--- config.mk ---
export PLATFORM = sky130hd
export DESIGN_NAME = dual_issue_front
export DESIGN_NICKNAME = d
export VERILOG_FILES = /design/src/dual_issue_pkg.sv /design/src/slot_decode_if.sv /design/src/inst_decode.sv /design/src/hazard_detection_unit.sv /design/src/stage_reg.sv /design/src/dual_issue_front.sv
export VERILOG_INCLUDE_DIRS = /design/src
export SDC_FILE = /design/constraint.sdc
export NUM_CORES = 1
export LEC_CHECK = 0
export ABC_AREA = 1
export BUFFER_PORTS_ARGS = -buffer_cell sky130_fd_sc_hd__buf_4
export CAP_MARGIN = 10
export CORE_MARGIN = 2
export CORE_UTILIZATION = 62
export CTS_CLUSTER_SIZE = 12
export DETAILED_ROUTE_END_ITERATION = 16
export PLACE_DENSITY = 0.91
export SYNTH_ARGS = -nofsm -noshare
export SYNTH_HDL_FRONTEND = slang
export SYNTH_HIERARCHICAL = 1
export SYNTH_SLANG_ARGS = --single-unit
--- constraint.sdc ---
create_clock -name clk -period 5.05 [get_ports clk]
set_input_delay 0.2525 -clock clk [delete_from_list [all_inputs] [get_ports clk]]
set_output_delay 0.2525 -clock clk [all_outputs]
set_load 0.02 [all_outputs]
--- src/dual_issue_cfg.svh ---
`ifndef DUAL_ISSUE_CFG_SVH
`define DUAL_ISSUE_CFG_SVH

// datapath widths.
`define INST_WIDTH          32
`define ADDR_WIDTH          16
`define NUM_REGISTERS_LOG2  5
`define OP_CODE_BITS        6

// instruction field positions.
`define OPCODE_MSB          31
`define OPCODE_LSB          26
`define REG_RS_MSB          25
`define REG_RS_LSB          21
`define REG_RT_MSB          20
`define REG_RT_LSB          16
`define REG_RD_MSB          15
`define REG_RD_LSB          11

// opcode map, the top two bits select the class.
// 00xxxx register alu, 01xxxx immediate alu, 10xxxx memory, 11xxxx jumps.
`define OP_CODE_NOP         6'b000000
`define OP_CODE_JR          6'b001000

// compares and tests feed the branch pipe.
`define OP_CODE_CMP         6'b001010
`define OP_CODE_TEST        6'b001011
`define OP_CODE_CMPI        6'b011010
`define OP_CODE_TESTI       6'b011011

// memory ops.
`define OP_CODE_LW          6'b100000  // rt <- mem[rs + imm].
`define OP_CODE_SW          6'b100001  // mem[rs + imm] <- rt.
`define OP_CODE_LA          6'b100010  // rt <- mem[imm].
`define OP_CODE_SA          6'b100011  // mem[imm] <- rt.

// jumps occupy the rest of 11xxxx and carry no register fields.





`endif

--- src/dual_issue_pkg.sv ---
`include "dual_issue_cfg.svh"

package dual_issue_pkg;

  // which instruction fields name a register.
  typedef struct packed {
    logic rs;
    logic rt;
    logic rd;
  } reg_mask_t;

  // one bit per pipeline register, shared by stall, nop and flush.
  typedef struct packed {
    logic pc;
    logic if_id;
    logic id_ex;
  } pipe_mask_t;

  typedef enum logic [1:0] {
    mem_none  = 2'd0,
    mem_read  = 2'd1,
    mem_write = 2'd2
  } mem_op_t;

  // pipe an instruction may be steered to.
  typedef enum logic [1:0] {
    pipe_dont_care = 2'd0,
    pipe_memory    = 2'd1,
    pipe_branch    = 2'd2
  } pipe_class_t;

  // fetched slot.
  typedef struct packed {
    logic                   valid;
    logic [`INST_WIDTH-1:0] inst;
  } if_id_t;

  // issued slot, mem_op kept so EX can flag a pending load.
  typedef struct packed {
    logic                   valid;
    logic [`INST_WIDTH-1:0] inst;
    mem_op_t                mem_op;
  } id_ex_t;









endpackage

--- src/slot_decode_if.sv ---
`timescale 1ns/1ps

`include "dual_issue_cfg.svh"

interface slot_decode_if;

  logic [`OP_CODE_BITS-1:0]       opcode;
  logic [`NUM_REGISTERS_LOG2-1:0] rs;
  logic [`NUM_REGISTERS_LOG2-1:0] rt;
  logic [`NUM_REGISTERS_LOG2-1:0] rd;
  dual_issue_pkg::reg_mask_t      src_mask;   // fields read.
  dual_issue_pkg::reg_mask_t      dst_mask;   // field written.
  dual_issue_pkg::pipe_class_t    pipe_class;

  // decoder drives one lane.
  modport decoder (
    output opcode, rs, rt, rd,
    output src_mask, dst_mask, pipe_class
  );

  // hazard unit looks at both lanes.
  modport hazard (
    input opcode, rs, rt, rd,
    input src_mask, dst_mask, pipe_class
  );

endinterface

--- src/inst_decode.sv ---
`timescale 1ns/1ps

`include "dual_issue_cfg.svh"

module inst_decode (
  input  logic [`INST_WIDTH-1:0]  inst,
  slot_decode_if.decoder          slot,
  output dual_issue_pkg::mem_op_t mem_op
);

  logic [`OP_CODE_BITS-1:0] opcode;

  assign opcode      = inst[`OPCODE_MSB:`OPCODE_LSB];
  assign slot.opcode = opcode;
  assign slot.rs     = inst[`REG_RS_MSB:`REG_RS_LSB];
  assign slot.rt     = inst[`REG_RT_MSB:`REG_RT_LSB];
  assign slot.rd     = inst[`REG_RD_MSB:`REG_RD_LSB];

  // nop and jr sit inside the register alu class, so they are matched first.
  always_comb begin
    slot.src_mask   = '0;
    slot.dst_mask   = '0;
    slot.pipe_class = dual_issue_pkg::pipe_dont_care;
    mem_op          = dual_issue_pkg::mem_none;
    case (opcode) inside
      `OP_CODE_NOP: ; // reads and writes nothing.
      `OP_CODE_JR: begin
        slot.src_mask.rs = 1'b1;
      end
      6'b00????: begin // add, sub, cmp, ...
        slot.src_mask.rs = 1'b1;
        slot.src_mask.rt = 1'b1;
        slot.dst_mask.rd = 1'b1;
        if (opcode == `OP_CODE_CMP || opcode == `OP_CODE_TEST) begin
          slot.pipe_class = dual_issue_pkg::pipe_branch;
        end
      end
      6'b01????: begin // addi, subi, cmpi, ...
        slot.src_mask.rs = 1'b1;
        slot.dst_mask.rt = 1'b1;
        if (opcode == `OP_CODE_CMPI || opcode == `OP_CODE_TESTI) begin
          slot.pipe_class = dual_issue_pkg::pipe_branch;
        end
      end
      6'b10????: begin
        slot.pipe_class = dual_issue_pkg::pipe_memory;
        case (opcode)
          `OP_CODE_LW: begin
            slot.src_mask.rs = 1'b1;
            slot.dst_mask.rt = 1'b1;
            mem_op           = dual_issue_pkg::mem_read;
          end
          `OP_CODE_SW: begin
            slot.src_mask.rs = 1'b1;
            slot.src_mask.rt = 1'b1;
            mem_op           = dual_issue_pkg::mem_write;
          end
          `OP_CODE_LA: begin // absolute address, no base register.
            slot.dst_mask.rt = 1'b1;
            mem_op           = dual_issue_pkg::mem_read;
          end
          `OP_CODE_SA: begin
            slot.src_mask.rt = 1'b1;
            mem_op           = dual_issue_pkg::mem_write;
          end
          default: ; // unused memory opcodes decode as nops.
        endcase
      end
      6'b11????: begin // jmp, jo, je, ...
        slot.pipe_class = dual_issue_pkg::pipe_branch;
      end
    endcase
  end

  // split detection picks rt or rd, so at most one destination field.
  always_comb begin
    assert final ($onehot0(slot.dst_mask))
      else $error("inst_decode: several destinations for opcode %b", opcode);
  end

endmodule

--- src/hazard_detection_unit.sv ---
`timescale 1ns/1ps

`include "dual_issue_cfg.svh"

module hazard_detection_unit (
  input  logic [`INST_WIDTH-1:0]     load_instruction,
  input  dual_issue_pkg::mem_op_t    mem_op,
  input  logic                       first,
  slot_decode_if.hazard              slot0,
  slot_decode_if.hazard              slot1,
  output dual_issue_pkg::pipe_mask_t stall0,
  output dual_issue_pkg::pipe_mask_t nop0,
  output dual_issue_pkg::pipe_mask_t stall1,
  output dual_issue_pkg::pipe_mask_t nop1,
  output dual_issue_pkg::pipe_mask_t flush0,
  output dual_issue_pkg::pipe_mask_t flush1
);

  logic [`NUM_REGISTERS_LOG2-1:0] load_rt;
  logic                           load_hit0;
  logic                           load_hit1;
  logic                           load_stall;
  logic                           split_hit;
  logic                           split_stall;
  dual_issue_pkg::reg_mask_t      young_src;
  logic [`NUM_REGISTERS_LOG2-1:0] young_rs;
  logic [`NUM_REGISTERS_LOG2-1:0] young_rt;
  dual_issue_pkg::reg_mask_t      old_dst;
  logic [`NUM_REGISTERS_LOG2-1:0] old_rt;
  logic [`NUM_REGISTERS_LOG2-1:0] old_rd;
  logic [`NUM_REGISTERS_LOG2-1:0] old_dst_reg;

  assign load_rt = load_instruction[`REG_RT_MSB:`REG_RT_LSB];

  // only fields the decoder marks as sources can depend on the load.
  assign load_hit0  = (slot0.src_mask.rs && slot0.rs == load_rt) ||
                      (slot0.src_mask.rt && slot0.rt == load_rt);
  assign load_hit1  = (slot1.src_mask.rs && slot1.rs == load_rt) ||
                      (slot1.src_mask.rt && slot1.rt == load_rt);
  assign load_stall = (mem_op == dual_issue_pkg::mem_read) && (load_hit0 || load_hit1);

  // first set means lane 1 is older and lane 0 reads behind it.
  always_comb begin
    if (first) begin
      young_src = slot0.src_mask;
      young_rs  = slot0.rs;
      young_rt  = slot0.rt;
      old_dst   = slot1.dst_mask;
      old_rt    = slot1.rt;
      old_rd    = slot1.rd;
    end else begin
      young_src = slot1.src_mask;
      young_rs  = slot1.rs;
      young_rt  = slot1.rt;
      old_dst   = slot0.dst_mask;
      old_rt    = slot0.rt;
      old_rd    = slot0.rd;
    end
  end

  assign old_dst_reg = old_dst.rd ? old_rd : old_rt;

  assign split_hit   = (old_dst.rt || old_dst.rd) &&
                       ((young_src.rs && young_rs == old_dst_reg) ||
                        (young_src.rt && young_rt == old_dst_reg));
  assign split_stall = !load_stall && split_hit; // load stall takes priority.

  // reserved for steering, never raised here.
  assign nop0 = '0;
  assign nop1 = '0;

  always_comb begin
    stall0 = '0;
    stall1 = '0;
    flush0 = '0;
    flush1 = '0;
    if (load_stall) begin
      // whole pair waits one cycle, bubble into EX.
      stall0.pc    = 1'b1;
      stall0.if_id = 1'b1;
      flush0.id_ex = 1'b1;
      stall1.pc    = 1'b1;
      stall1.if_id = 1'b1;
      flush1.id_ex = 1'b1;
    end else if (split_stall) begin
      if (first) begin
        stall0.pc    = 1'b1; // lane 0 waits in ID.
        stall0.if_id = 1'b1;
        flush0.id_ex = 1'b1;
        stall1.pc    = 1'b1; // lane 1 issues, its slot empties.
        flush1.if_id = 1'b1;
      end else begin
        stall1.pc    = 1'b1;
        stall1.if_id = 1'b1;
        flush1.id_ex = 1'b1;
        stall0.pc    = 1'b1;
        flush0.if_id = 1'b1;
      end
    end
  end

  // a stage register cannot hold and take a bubble in the same cycle.
  always_comb begin
    assert final (((stall0 & flush0) == '0) && ((stall1 & flush1) == '0))
      else $error("hazard_detection_unit: stall and flush overlap");
  end

endmodule

--- src/stage_reg.sv ---
`timescale 1ns/1ps

module stage_reg #(
  parameter type payload_t = logic
) (
  input  logic     clk,
  input  logic     reset,
  input  logic     stall,  // keep current contents.
  input  logic     flush,  // load a bubble.
  input  payload_t d,
  output payload_t q
);

  // an all zero payload has its valid bit low.
  always_ff @(posedge clk) begin
    if (reset || flush) begin
      q <= '0;
    end else if (!stall) begin
      q <= d;
    end
  end

  // hazard masks never put both on one register.
  assert property (@(posedge clk) disable iff (reset) !(stall && flush))
    else $error("stage_reg: stall and flush together");

endmodule

--- src/dual_issue_front.sv ---
`timescale 1ns/1ps

`include "dual_issue_cfg.svh"

module dual_issue_front (
  input  logic                   clk,
  input  logic                   reset,
  input  logic [`INST_WIDTH-1:0] inst0,  // word at pc.
  input  logic [`INST_WIDTH-1:0] inst1,  // word at pc + 1.
  input  logic                   first,
  output logic [`ADDR_WIDTH-1:0] pc,
  output logic                   ex0_valid,
  output logic [`INST_WIDTH-1:0] ex0_inst,
  output logic                   ex1_valid,
  output logic [`INST_WIDTH-1:0] ex1_inst
);

  dual_issue_pkg::if_id_t     if_id0_d;
  dual_issue_pkg::if_id_t     if_id0_q;
  dual_issue_pkg::if_id_t     if_id1_d;
  dual_issue_pkg::if_id_t     if_id1_q;
  dual_issue_pkg::id_ex_t     id_ex0_d;
  dual_issue_pkg::id_ex_t     id_ex0_q;
  dual_issue_pkg::id_ex_t     id_ex1_d;
  dual_issue_pkg::id_ex_t     id_ex1_q;
  dual_issue_pkg::mem_op_t    mem_op0;
  dual_issue_pkg::mem_op_t    mem_op1;
  dual_issue_pkg::mem_op_t    ex_mem_op;
  dual_issue_pkg::pipe_mask_t stall0;
  dual_issue_pkg::pipe_mask_t stall1;
  dual_issue_pkg::pipe_mask_t nop0;
  dual_issue_pkg::pipe_mask_t nop1;
  dual_issue_pkg::pipe_mask_t flush0;
  dual_issue_pkg::pipe_mask_t flush1;
  logic [`INST_WIDTH-1:0]     dec_inst0;
  logic [`INST_WIDTH-1:0]     dec_inst1;
  logic [`INST_WIDTH-1:0]     ex_load_inst;
  logic                       ex0_load;
  logic                       ex1_load;
  logic                       first_q;
  logic                       pc_stall;

  slot_decode_if slot0 ();
  slot_decode_if slot1 ();

  assign pc_stall = stall0.pc || stall1.pc;

  // first travels with the pair, so it holds whenever the pair does.
  always_ff @(posedge clk) begin
    if (reset) begin
      pc      <= '0;
      first_q <= 1'b0;
    end else if (!pc_stall) begin
      pc      <= pc + (`ADDR_WIDTH)'(2);
      first_q <= first;
    end
  end

  assign if_id0_d = '{valid: 1'b1, inst: inst0};
  assign if_id1_d = '{valid: 1'b1, inst: inst1};

  stage_reg #(.payload_t(dual_issue_pkg::if_id_t)) u_if_id0 (
    .clk   (clk),
    .reset (reset),
    .stall (stall0.if_id),
    .flush (flush0.if_id || nop0.if_id),
    .d     (if_id0_d),
    .q     (if_id0_q)
  );

  stage_reg #(.payload_t(dual_issue_pkg::if_id_t)) u_if_id1 (
    .clk   (clk),
    .reset (reset),
    .stall (stall1.if_id),
    .flush (flush1.if_id || nop1.if_id),
    .d     (if_id1_d),
    .q     (if_id1_q)
  );

  // an empty slot decodes as a nop.
  assign dec_inst0 = if_id0_q.valid ? if_id0_q.inst : '0;
  assign dec_inst1 = if_id1_q.valid ? if_id1_q.inst : '0;

  inst_decode u_decode0 (.inst(dec_inst0), .slot(slot0.decoder), .mem_op(mem_op0));
  inst_decode u_decode1 (.inst(dec_inst1), .slot(slot1.decoder), .mem_op(mem_op1));

  // load in EX, lane 0 checked first.
  assign ex0_load     = id_ex0_q.valid && (id_ex0_q.mem_op == dual_issue_pkg::mem_read);
  assign ex1_load     = id_ex1_q.valid && (id_ex1_q.mem_op == dual_issue_pkg::mem_read);
  assign ex_load_inst = ex0_load ? id_ex0_q.inst : id_ex1_q.inst;
  assign ex_mem_op    = (ex0_load || ex1_load) ? dual_issue_pkg::mem_read
                                               : dual_issue_pkg::mem_none;

  hazard_detection_unit u_hazard (
    .load_instruction (ex_load_inst),
    .mem_op           (ex_mem_op),
    .first            (first_q),
    .slot0            (slot0.hazard),
    .slot1            (slot1.hazard),
    .stall0           (stall0),
    .nop0             (nop0),
    .stall1           (stall1),
    .nop1             (nop1),
    .flush0           (flush0),
    .flush1           (flush1)
  );

  assign id_ex0_d = '{valid: if_id0_q.valid, inst: if_id0_q.inst, mem_op: mem_op0};
  assign id_ex1_d = '{valid: if_id1_q.valid, inst: if_id1_q.inst, mem_op: mem_op1};

  stage_reg #(.payload_t(dual_issue_pkg::id_ex_t)) u_id_ex0 (
    .clk   (clk),
    .reset (reset),
    .stall (stall0.id_ex),
    .flush (flush0.id_ex || nop0.id_ex),
    .d     (id_ex0_d),
    .q     (id_ex0_q)
  );

  stage_reg #(.payload_t(dual_issue_pkg::id_ex_t)) u_id_ex1 (
    .clk   (clk),
    .reset (reset),
    .stall (stall1.id_ex),
    .flush (flush1.id_ex || nop1.id_ex),
    .d     (id_ex1_d),
    .q     (id_ex1_q)
  );

  assign ex0_valid = id_ex0_q.valid;
  assign ex0_inst  = id_ex0_q.inst;
  assign ex1_valid = id_ex1_q.valid;
  assign ex1_inst  = id_ex1_q.inst;

endmodule

# == After elaboration in Yosys (flattened, before gate mapping) ==
# Cells that the tools add are included.
# totals
input_bits,67
out_inout_bits,82
reg_bits,153
# classes
eq_ne,23
n_reduce_logical,35
n_addsub,1
mux,67
bitwise_logic,2
# ops
cell,count
$mux 32,2
$mux 1,49
$eq 6x6->1 const B,8
$eq 5x5->1,6
$mux 5,5
$mux 21,1
$add 16x2->16 const B,1
$mux 2,7
$eq 6x4->1 const B,2
$logic_not 6->1,2
$reduce_or 2->1,6
$reduce_or 6->1,2
$logic_and 1x1->1,11
$logic_or 1x1->1,11
$eq 2x1->1 const B,4
$pmux 2 s2,2
$eq 2x2->1 const B,2
$logic_not 2->1,2
$mux 3,1
$not 1->1,2
$eq 1x1->1 const B,1
$logic_not 1->1,1

# == Longest topological paths before layout ==
# Gate-level depths: netlist (run 1).
# depth
ltp_word,20
ltp_mapped,27

# == Modules after synthesis ==
# Netlist (run 1), hierarchy kept.
# modules_own_cells
module,area_per_inst_um2,instances,cells_each
stage_reg at u_id_ex0 ...,1532.7,2,222
stage_reg at u_if_id0 ...,1376.3,2,209
dual_issue_front,1766.7,1,296
hazard_detection_unit,1241.2,1,261
inst_decode,324.1,2,52

# == Least setup slack after synthesis (run 1) ==
# No wires, ideal clock.
# synth_timing
kind,register to register
from,register u_if_id1/q[32] in the netlist's numbering
to,register pc[12]
path_buffers,2
required_time_ps,4934
stages_incl_launch_ff,26
setup_time_ps,116
period_less_slack_ps,2844
path_slack_ps,2206
arrival_time_ps,2728
path_cell_list,dfxtp_1 clkbuf_1 nand2_1 inv_1 nor2_1 nand2_1 nand2_1 inv_1 inv_1 nand2_1 nand2_4 nand2_1 nand2_1 nor2_1 nor2_1 nand3_1 nand2_2 nand2_2 nand2_1 buf_4 nor2_4 nand2_2 nor2_4 nand3_2 o21ai_0 nor2_1
# synth_lines
item,line_no,text
start: declaration,stage_reg.sv:11,output payload_t q
start signal: assignment,stage_reg.sv:17,q <= '0;
start signal: assignment,stage_reg.sv:19,q <= d;
end signal: assignment,dual_issue_front.sv:54,pc <= pc + (`ADDR_WIDTH)'(2);
end: declaration,dual_issue_front.sv:11,"output logic [`ADDR_WIDTH-1:0] pc,"

==> results by group, run 1 <==
Critical path
  – Worst Reg-to-Reg Cells: 20
  – CP max FO: 41
  – Crit. End Element: flip-flop
  – FF-to-FF End: u_if_id0/q[28]$_SDFFE_PP0N_
  – RR Startpoint: u_if_id1/q[32]$_SDFFE_PP0N_
  – Setup slack, reg-to-reg: 1.22 ns
  – Crit start category: flip-flop
  – Critical Path AT: 4.15 ns
  – WP data required: 5.36 ns
  – Worst setup path class: flip-flop to flip-flop

GRT
  – Largest net degree at the start of global routing: 71
  – Global-route usage over all layers: roughly a quarter
  – GRT overflow: 0
  – Vias in the first global route: 7,026
  – Initial antenna violation count: 0
  – First-pass GRT wire length: about 32,000 um

Die
  – Core area: 13,900 um2
  – Die Wd: 123 um
  – Rows: 43
  – Effective utilization at floorplan: 63.3%
  – Die footprint: between 15,000 and 20,000 um2
  – Io pins: 149
  – Die height: 123 um

STA
  – Worst hold slack: 0.0420 ns
  – Normalized max-slew margin: 39.6%
  – Final hold violations: 0
  – Setup TNS: 0 ns
  – Final min period: 3.83 ns
  – Clk_skew: 0.0102 ns
  – Final Setup Violations: 0
  – RSZ-0062 raised after global routing: no
  – Slew Viols, Final: 0
  – Fmax: 261 MHz
  – Final Cycle Share: 75.9%
  – Worst-Margin Slew: approximately 0.90 ns

Pwr
  – IR drop worst, VDD: 0.209 mV
  – Final Power: 2.95 mW
  – Leakage Power: 5.07 nW
  – Power per Cell Area: 296 nW/um2

Detailed routing
  – Antenna Violating Nets Remaining: 0
  – Vias: approximately 8,000
  – DRT Wirelength: 19,500 um
  – DRC Markers: 0
  – Initial DRT Pass Iterations: 5
  – Drt via density: 4.74
  – Iter 0 DRT Violations: 552
  – Drt wl/cell: 11.5 um

Clock network
  – Clk_lat worst skew: 0.43 ns
  – Clk sinks: 152
  – Num CTS Buffers: 17
  – Setup Fix Bufs, Post-CTS: 0
  – Clock Tree Buf Depth: 2
  – Root buffer cell: clkbuf_16
  – PostCTS Resize Cnt: 0
  – Hold Buf Count CTS: 0
  – Maximum level of the CTS H-tree: 4
  – CTS tree: done
  – Clk slew on worst S/H paths: 0.06 ns

Layout
  – Synth-to-Final Area Change: 13.5%
  – Util after Layout: a little under three quarters
  – Non-Filler Instances: between 1,500 and 2,000
  – Share of layout cells above drive strength 1: around 17%
  – Ant. Diodes: 0
  – # nets final: around 1,600

Place
  – Routability cong.: 0.915
  – Placed Cells: 1,656
  – Hpwl dp: 13,300 um
  – Port bufs: 147

Status
  – Status: completed

Synth
  – Post-Synthesis Cells: ~1,400
  – Area of the mapped netlist: about 8800 um2
  – Yosys warnings: 6
  – Post-Syn Area per Cell: 6.21 um2

Job
  – Max-Cap Viols: 0

Hold path
  – Hold Startpoint: inst1[17]
  – Hold Path End: u_if_id1/q[17]$_SDFFE_PP0N_
  – Worst hold path type: primary input to flip-flop
  – Min-Delay Path Depth: 3
-- cell type report --
class / count / area (um2)
sequential: 152 / 3040
tap: 180 / 225
clock inverter: 12 / 175
clock buffer: 20 / 447
multi-input combinational: 927 / 4020
fill: 1144 / 3910
inverter: 247 / 932
timing repair buffer: 150 / 1130
-- registers in the layout, summed over array words and instances, names as in the netlist --
name        cells
u_id_ex0/q     35
u_id_ex1/q     35
u_if_id0/q     33
u_if_id1/q     33
pc             15
first_q         1
-- how the worst max path moves through the flow --
| stage | startpoint | to | slack (ns) | cells after the start |
|---|---|---|---|---|
| after floorplan | u_if_id1/q[32]$_SDFFE_PP0N_ | pc[12]$_SDFFE_PP0N_ | 2.26 | 25 |
| after global placement | u_if_id1/q[32]$_SDFFE_PP0N_ | u_if_id0/q[18]$_SDFFE_PP0N_ | 1.46 | 20 |
| after detailed placement | u_if_id1/q[32]$_SDFFE_PP0N_ | u_if_id0/q[21]$_SDFFE_PP0N_ | 1.33 | 20 |
| after CTS | u_if_id1/q[32]$_SDFFE_PP0N_ | u_if_id0/q[28]$_SDFFE_PP0N_ | 1.28 | 20 |
| after global routing | u_if_id1/q[32]$_SDFFE_PP0N_ | u_if_id0/q[28]$_SDFFE_PP0N_ | 0.85 | 20 |
| final | u_if_id1/q[32]$_SDFFE_PP0N_ | u_if_id0/q[28]$_SDFFE_PP0N_ | 1.22 | 20 |
-- cells in the final DEF (no fill, tap or decap), types with 8 or more instances in the layout --
master and count:
a21oi_1 8, buf_4 150, clkbuf_16 17, conb_1 10, dfxtp_1 152, inv_1 244
nand2_1 463, nand2_2 10, nand3_1 19, nor2_1 301, nor2_2 22, nor2_4 10
o21ai_0 18, o21ai_1 9
-- through the flow --
stage	area [um2]	setup slack, ns
3_5_place_dp	9350	1.33
2_1_floorplan	8810	2.26
3_3_place_gp	9350	1.46
4_1_cts	9970	1.28
5_1_grt	9970	0.855
6_report	9970	1.22
-- critical path, stage by stage (launching register included) --
cell	delay [ns]
dfxtp_1	0.84
nand2_1	0.12
inv_1	0.19
nor2_1	0.10
nand2_1	0.15
inv_1	0.07
inv_1	0.06
nand2_1	0.08
nand2_4	0.19
nand2_1	0.09
nand3_1	0.09
nand2_1	0.07
nor2_1	0.13
nand3_1	0.09
nand2_2	0.09
nand2_2	0.09
o21bai_4	0.51
buf_4	0.48
nand2_1	0.12
nand2_1	0.10
nor2_1	0.04
-- power by group --
part / internal, mW / total (mW) / switching [mW] / leakage (nW)
clock network: 0.838 / 1.33 / 0.494 / 0.296
logic: 0.137 / 0.338 / 0.200 / 3.53
registers: 1.24 / 1.28 / 0.0386 / 1.24
-- layer usage --
| layer | wire, um | global-route usage, % | vias up |
|---|---|---|---|
| met2 | 9780 | 45.6 | 218 |
| met5 | 0 | 0 | - |
| met3 | 1050 | 4.94 | 30 |
| met1 | 8300 | 31.5 | 3567 |
| li1 | - | - | 4192 |
| met4 | 333 | 9.09 | 0 |
Power figures use the tool's default switching activity.
==> run 2, diff against run 1 <==
--- a/config.mk
+++ b/config.mk
@@ -10,10 +10,10 @@
 export BUFFER_PORTS_ARGS = -buffer_cell sky130_fd_sc_hd__buf_4
 export CAP_MARGIN = 10
 export CORE_MARGIN = 2
-export CORE_UTILIZATION = 62
+export CORE_UTILIZATION = 52
 export CTS_CLUSTER_SIZE = 12
 export DETAILED_ROUTE_END_ITERATION = 16
-export PLACE_DENSITY = 0.91
+export PLACE_DENSITY = 0.82
 export SYNTH_ARGS = -nofsm -noshare
 export SYNTH_HDL_FRONTEND = slang
 export SYNTH_HIERARCHICAL = 1
==> constraint.sdc (replaced) <==
create_clock -name clk -period 3.1 [get_ports clk]
set_input_delay 0.155 -clock clk [delete_from_list [all_inputs] [get_ports clk]]
set_output_delay 0.155 -clock clk [all_outputs]
set_load 0.02 [all_outputs]
==> run 2 against run 1 <==
  * Sequential share of layout area fell by 2.4 points
  * Design area grew 8.6%
  * Critical endpoint is now u_id_ex1/q[3]$_SDFFE_PP0N_
  * Largest power group is now registers
  * Die area rose by 19%
  * Core utilization down 6.3 points
  * Clock skew increased by 0.0031 ns
  * Worst hold slack improved by 0.036 ns
  * Global-route usage shrank 2.4 points
  * Sequential power up 62%
  * Combinational power increased by 95%
  * First-iteration DRC count decreased by 6.7%
  * Wire length grew 9.0%
  * Setup slack worse by 1.1 ns
==> results by group, run 2 (same netlist as run 1, synthesis figures left out) <==
Status
  – Status: completed

Layout
  – Register area: 3050 um2
  – Commonest non-fill, non-tap cell in the layout: nand2_1
  – Area taken by multi-input logic gates: ~4000 um2
  – Non-Filler Instances: 1,811
  – Synth-to-Final Area Change: 23.3%
  – Fillers: 1,409
  – Ant. Diodes: 0
  – Most frequent cells in the layout: nand2_1, nor2_1, inv_1
  – Largest regs: u_id_ex0/q x35, u_id_ex1/q x35
  – # nets final: 1,646
  – Util after Layout: 65.5%
  – Share of layout cells above drive strength 1: 17.7%

Pwr
  – Share of total power in the clock network: a little over two fifths
  – IR drop worst, VDD: ~0.4 mV
  – Final Power: 4.75 mW
  – Internal power: 3.44 mW
  – Power per Cell Area: 439 nW/um2
  – Switching pwr: 1.31 mW
  – Share of power burned in combinational logic: 13.9%
  – Leakage Power: approximately 5.4 nW
  – Sw Share: ~28%
  – Sequential fraction of design power: 43.8%

STA
  – Fmax: 340 MHz
  – Clk_skew: 0.0133 ns
  – Final min period: around 2.9 ns
  – Final Cycle Share: between 90 and 100%
  – RSZ-0062 raised after global routing: no
  – Worst hold slack: slightly below 0.08 ns
  – Setup TNS: 0 ns
  – Final hold violations: 0
  – Slew Viols, Final: 0
  – Final Setup Violations: 0

Detailed routing
  – Initial DRT Pass Iterations: 5
  – DRT Wirelength: about 21,000 um
  – Iter 0 DRT Violations: between 500 and 600
  – Vias: roughly 8,400
  – Drt via density: approximately 4.6
  – Drt wl/cell: 11.7 um
  – DRC Markers: 0
  – Antenna Violating Nets Remaining: 0

Critical path
  – Critical Path AT: about 3.3 ns
  – Crit start category: flip-flop
  – WP data required: 3.48 ns
  – Worst setup path class: flip-flop to flip-flop
  – CP max FO: 18
  – Crit. End Element: flip-flop

Die
  – Core area: between 15,000 and 20,000 um2
  – Io pins: 149
  – Effective utilization at floorplan: 53.1%
  – Rows: 47
  – Die Wd: between 100 and 150 um
  – Die height: roughly 130 um
  – Die footprint: 17,900 um2

Clock network
  – Root buffer cell: clkbuf_16
  – CTS tree: done
  – Clk_lat worst skew: approximately 0.44 ns
  – Num CTS Buffers: 17
  – Clk slew on worst S/H paths: 0.07 ns
  – Clk sinks: between 150 and 200
  – Maximum level of the CTS H-tree: 4
  – Clock Tree Buf Depth: 2

GRT
  – Largest net degree at the start of global routing: 71
  – First-pass GRT wire length: 34,300 um
  – GRT overflow: 0
  – Initial antenna violation count: 0
  – Vias in the first global route: 7,575
  – Global-route usage over all layers: 23.4%

Job
  – Max-Cap Viols: 0

Hold path
  – Worst hold path type: primary input to flip-flop

Place
  – Placed Cells: between 1,500 and 2,000
  – Hpwl dp: 13,400 um
  – Routability cong.: 0.946
  – Port bufs: 147
-- run 2: path summary, 6_finish.rpt --
kind,to,startpoint,slack (ns),cells past startpoint
max,u_id_ex1/q[3]$_SDFFE_PP0N_,u_id_ex0/q[1]$_SDFFE_PP0N_,0.16,16
min,pc[3]$_SDFFE_PP0N_,reset,0.08,2
max reg2reg,u_id_ex1/q[3]$_SDFFE_PP0N_,u_id_ex0/q[1]$_SDFFE_PP0N_,0.16,16
min reg2reg,u_id_ex0/q[7]$_SDFFE_PP0N_,u_if_id0/q[5]$_SDFFE_PP0N_,0.47,2
-- run 2: power groups by stage --
| stage | combinational, mW | sequential (mW) | clock (mW) |
|---|---|---|---|
| global placement | 0.545 | 2.12 | 0 |
| detailed placement | 0.553 | 2.12 | 0 |
| finish | 0.660 | 2.08 | 2.01 |
| CTS | 0.623 | 2.08 | 2.04 |
| global route | 0.734 | 2.09 | 2.12 |
| floorplan | 0.384 | 2.15 | 0 |
-- run 2: repair_timing --
action,in CTS,in global routing
gates resized for setup,0,15
setup buffers,0,10
endpoints found under the setup margin,0,148
hold buffers,65,0
hold endpoints to repair,65,0
-- run 2: area by class of cell --
type / instances / area share [%]
Multi-Input combinational cell: 928 / 37.4
Clock inverter: 15 / 1.29
Timing Repair Buffer: 232 / 18.0
Tap cell: 220 / 2.54
Sequential cell: 152 / 28.1
Inverter: 247 / 8.61
Clock buffer: 17 / 3.93
-- run 2: per-layer routing --
layer,vias up,share of wire [%],global-route usage [%]
li1,4371,-,-
met1,3699,42,27.9
met2,244,49,40.7
met3,51,5.9,5.29
met4,0,2.8,9.69
met5,-,0,0
-- run 2: per-stage QoR --
step	worst slack [ns]	instance area [um2]
after floorplan	0.313	8810
after global placement	0.195	9480
after global routing	0.0209	10800
after CTS	0.0765	10700
after detailed placement	0.104	9480
final	0.156	10800
-- run 2: worst max-delay path, stage by stage (launching register included) --
cell      delay (ns)
dfxtp_1         0.37
nand3b_4        0.21
mux2_2          0.40
inv_1           0.14
nand2_1         0.06
o21ai_0         0.08
a21oi_1         0.06
nand3_1         0.09
nand2_1         0.08
o21ai_2         0.22
inv_1           0.09
o21bai_4        0.18
or2_2           0.33
nor2_8          0.11
buf_4           0.24
nand2_1         0.13
nor2_2          0.09
==> run 3, diff against run 2 <==
--- a/config.mk
+++ b/config.mk
@@ -6,11 +6,10 @@
 export SDC_FILE = /design/constraint.sdc
 export NUM_CORES = 1
 export LEC_CHECK = 0
-export ABC_AREA = 1
 export BUFFER_PORTS_ARGS = -buffer_cell sky130_fd_sc_hd__buf_4
 export CAP_MARGIN = 10
 export CORE_MARGIN = 2
-export CORE_UTILIZATION = 52
+export CORE_UTILIZATION = 51
 export CTS_CLUSTER_SIZE = 12
 export DETAILED_ROUTE_END_ITERATION = 16
 export PLACE_DENSITY = 0.82
==> run 3 against run 2 <==
  * The run now ends with setup timing left
  * Setup slack worse by 0.29 ns
  * Sequential power hardly changed
  * Worst hold slack worse by 0.064 ns
  * First-iteration DRC count is 47% lower
  * Critical path type unchanged
  * Largest cell class unchanged
==> results by group, run 3 <==
Status
  – Status: finished with violations
  – Failing checks: setup timing

Layout
  – Area taken by multi-input logic gates: between 4000 and 5000 um2
  – Largest regs: u_id_ex0/q x35, u_id_ex1/q x35
  – Synth-to-Final Area Change: 36.2%
  – Register area: 3050 um2
  – Ant. Diodes: 0
  – Share of layout cells above drive strength 1: 33.6%
  – Fillers: roughly 1,100
  – Util after Layout: 71.5%
  – Most frequent cells in the layout: buf_4, mux2i_1, dfxtp_1
  – Finished Cell Area: 10,400 um2
  – Commonest non-fill, non-tap cell in the layout: buf_4
  – # nets final: 1,050

STA
  – Slew Viols, Final: 0
  – Final Cycle Share: 104%
  – Final Setup Violations: roughly 140
  – Worst hold slack: 0.0136 ns
  – Normalized max-slew margin: 64.7%
  – Fmax: 309 MHz
  – Setup TNS: -10.67 ns
  – Final worst slack: -0.138 ns
  – Worst-Margin Slew: 0.528 ns
  – RSZ-0062 raised after global routing: yes
  – Final min period: approximately 3.2 ns
  – Clk_skew: 0.00997 ns
  – Final hold violations: 0

Die
  – Rows: 44
  – Die Wd: 127 um
  – Die footprint: approximately 16,000 um2
  – Effective utilization at floorplan: a little over half
  – Core area: 14,600 um2
  – Io pins: about 150
  – Die height: 127 um

Pwr
  – Internal power: 3.43 mW
  – Sequential fraction of design power: a little under half
  – Power per Cell Area: approximately 440 nW/um2
  – Share of total power in the clock network: between 40% and 50%
  – Sw Share: 24.5%
  – Final Power: 4.55 mW
  – Share of power burned in combinational logic: 12.2%
  – Leakage Power: between 4 and 5 nW
  – Switching pwr: 1.12 mW
  – IR drop worst, VDD: around 0.43 mV

Place
  – Routability cong.: just over 0.9
  – Port bufs: 147
  – Hpwl dp: 12,300 um
  – Dpl cell area: 8670 um2

Clock network
  – Clk sinks: 152
  – Clock Tree Buf Depth: 2
  – Num CTS Buffers: 17
  – Clk slew on worst S/H paths: approximately 0.060 ns
  – CTS tree: done
  – Clk_lat worst skew: 0.42 ns
  – Root buffer cell: clkbuf_16
  – Maximum level of the CTS H-tree: 4

Detailed routing
  – Antenna Violating Nets Remaining: 0
  – Drt via density: roughly 5.2
  – DRC Markers: 0
  – Vias: 6,176
  – Iter 0 DRT Violations: about 280
  – Initial DRT Pass Iterations: 5
  – Drt wl/cell: 17.2 um
  – DRT Wirelength: ~20,000 um

GRT
  – GRT overflow: 0
  – Vias in the first global route: 5,839
  – Global-route usage over all layers: 22.6%
  – Largest net degree at the start of global routing: 36
  – First-pass GRT wire length: between 20,000 and 30,000 um
  – Initial antenna violation count: 0

Synth
  – Post-Syn Area per Cell: 9.88 um2
  – Post-Synthesis Cells: 776
  – Area of the mapped netlist: ~7700 um2
  – Yosys warnings: 6

Critical path
  – Crit path buffers/inverters: 6
  – Crit-path cells: buf_6 > and2_4 > buf_4 > or3b_4 > o31ai_2 > nor3_1 > a21oi_1 > nor4b_2 > a2bb2oi_2 > buf_6 > buf_12 > o21ai_4 > buf_6 > buf_12 > mux2i_1 > nor2_1
  – Setup crit start: u_if_id0/q[32]$_SDFFE_PP0N_
  – WP data required: 3.41 ns
  – Critical Path AT: between 3 and 4 ns
  – Slowest cell on crit path: dfxtp_4
  – Crit-path most repeated cell: buf_6
  – Worst setup path class: flip-flop to flip-flop
  – Worst stage delay on the critical path: 0.38 ns
  – CP max FO: 7
  – Crit. End Element: flip-flop
  – Crit start category: flip-flop
  – Worst path top cell family by delay: simple AND/OR/NAND/NOR gates
  – RR Startpoint: u_if_id0/q[32]$_SDFFE_PP0N_

Job
  – Max-Cap Viols: 0

Hold path
  – Worst hold path type: primary input to flip-flop
  – Hold Startpoint: inst0[21]
run 3: cell count changes in the layout (fill, tap and decap cells not counted), sizes merged, moves of 11 or more:
| cell | previous run | this run |
|---|---|---|
| nor2 | 336 | 153 |
| nor4 | 0 | 11 |
| xor2 | 5 | 26 |
| nand3 | 24 | 9 |
| and2 | 0 | 42 |
| mux2i | 0 | 161 |
| buf | 165 | 203 |
| o21ai | 32 | 8 |
| inv | 254 | 5 |
| nand2 | 477 | 11 |
run 3: path summary, 6_finish.rpt:
check	end	slack (ns)	cells after the start
min reg2reg	u_id_ex0/q[3]$_SDFFE_PP0N_	0.50	2
min	u_if_id0/q[21]$_SDFFE_PP0N_	0.01	3
max reg2reg	u_if_id0/q[13]$_SDFFE_PP0N_	-0.14	16
max	u_if_id0/q[13]$_SDFFE_PP0N_	-0.14	16
run 3: layout make-up:
cell class | instances | area share [%]
Multi-Input combinational cell | 537 | 39.6
Sequential cell | 152 | 29.2
Timing Repair Buffer | 270 | 23.6
Clock buffer | 21 | 4.32
Tap cell | 184 | 2.21
Clock inverter | 10 | 0.947
Inverter | 4 | 0.144
run 3: layer usage:
layer  vias up  global-route usage (%)  routed length, um
met4         0                    5.49                269
met2       198                    38.4               9820
met1      2959                    28.6               8970
li1       2999                       -                  -
met5         -                       0                  0
met3        20                    6.24               1200
run 3: power by group through the flow:
stage	Clock [mW]	Combinational, mW	Sequential (mW)
floorplan	0	0.300	2.10
global placement	0	0.406	2.10
detailed placement	0	0.413	2.10
CTS	1.97	0.484	2.05
global route	2.07	0.592	2.06
finish	1.93	0.556	2.06
run 3: timing repair:
action / CTS / global route
setup endpoints to repair: 146 / 152
cloned: 0 / 10
hold buffers: 59 / 1
buffers inserted: 6 / 6
gates resized for setup: 14 / 75
hold endpoints to repair: 59 / 1
pin swaps: 8 / 16
run 3: worst register-to-register path: stages, from the launching register on:
cell	delay, ns
dfxtp_4	0.38
buf_6	0.10
and2_4	0.14
buf_4	0.10
or3b_4	0.38
o31ai_2	0.25
nor3_1	0.10
a21oi_1	0.22
nor4b_2	0.30
a2bb2oi_2	0.12
buf_6	0.14
buf_12	0.12
o21ai_4	0.17
buf_6	0.16
buf_12	0.14
mux2i_1	0.24
nor2_1	0.05
run 3: per-stage QoR:
step,cells,worst slack [ns]
floorplan,783,-0.0697
global placement,1066,-0.126
detailed placement,1066,-0.134
CTS,1162,-0.0751
global route,1178,-0.295
finish,1178,-0.138
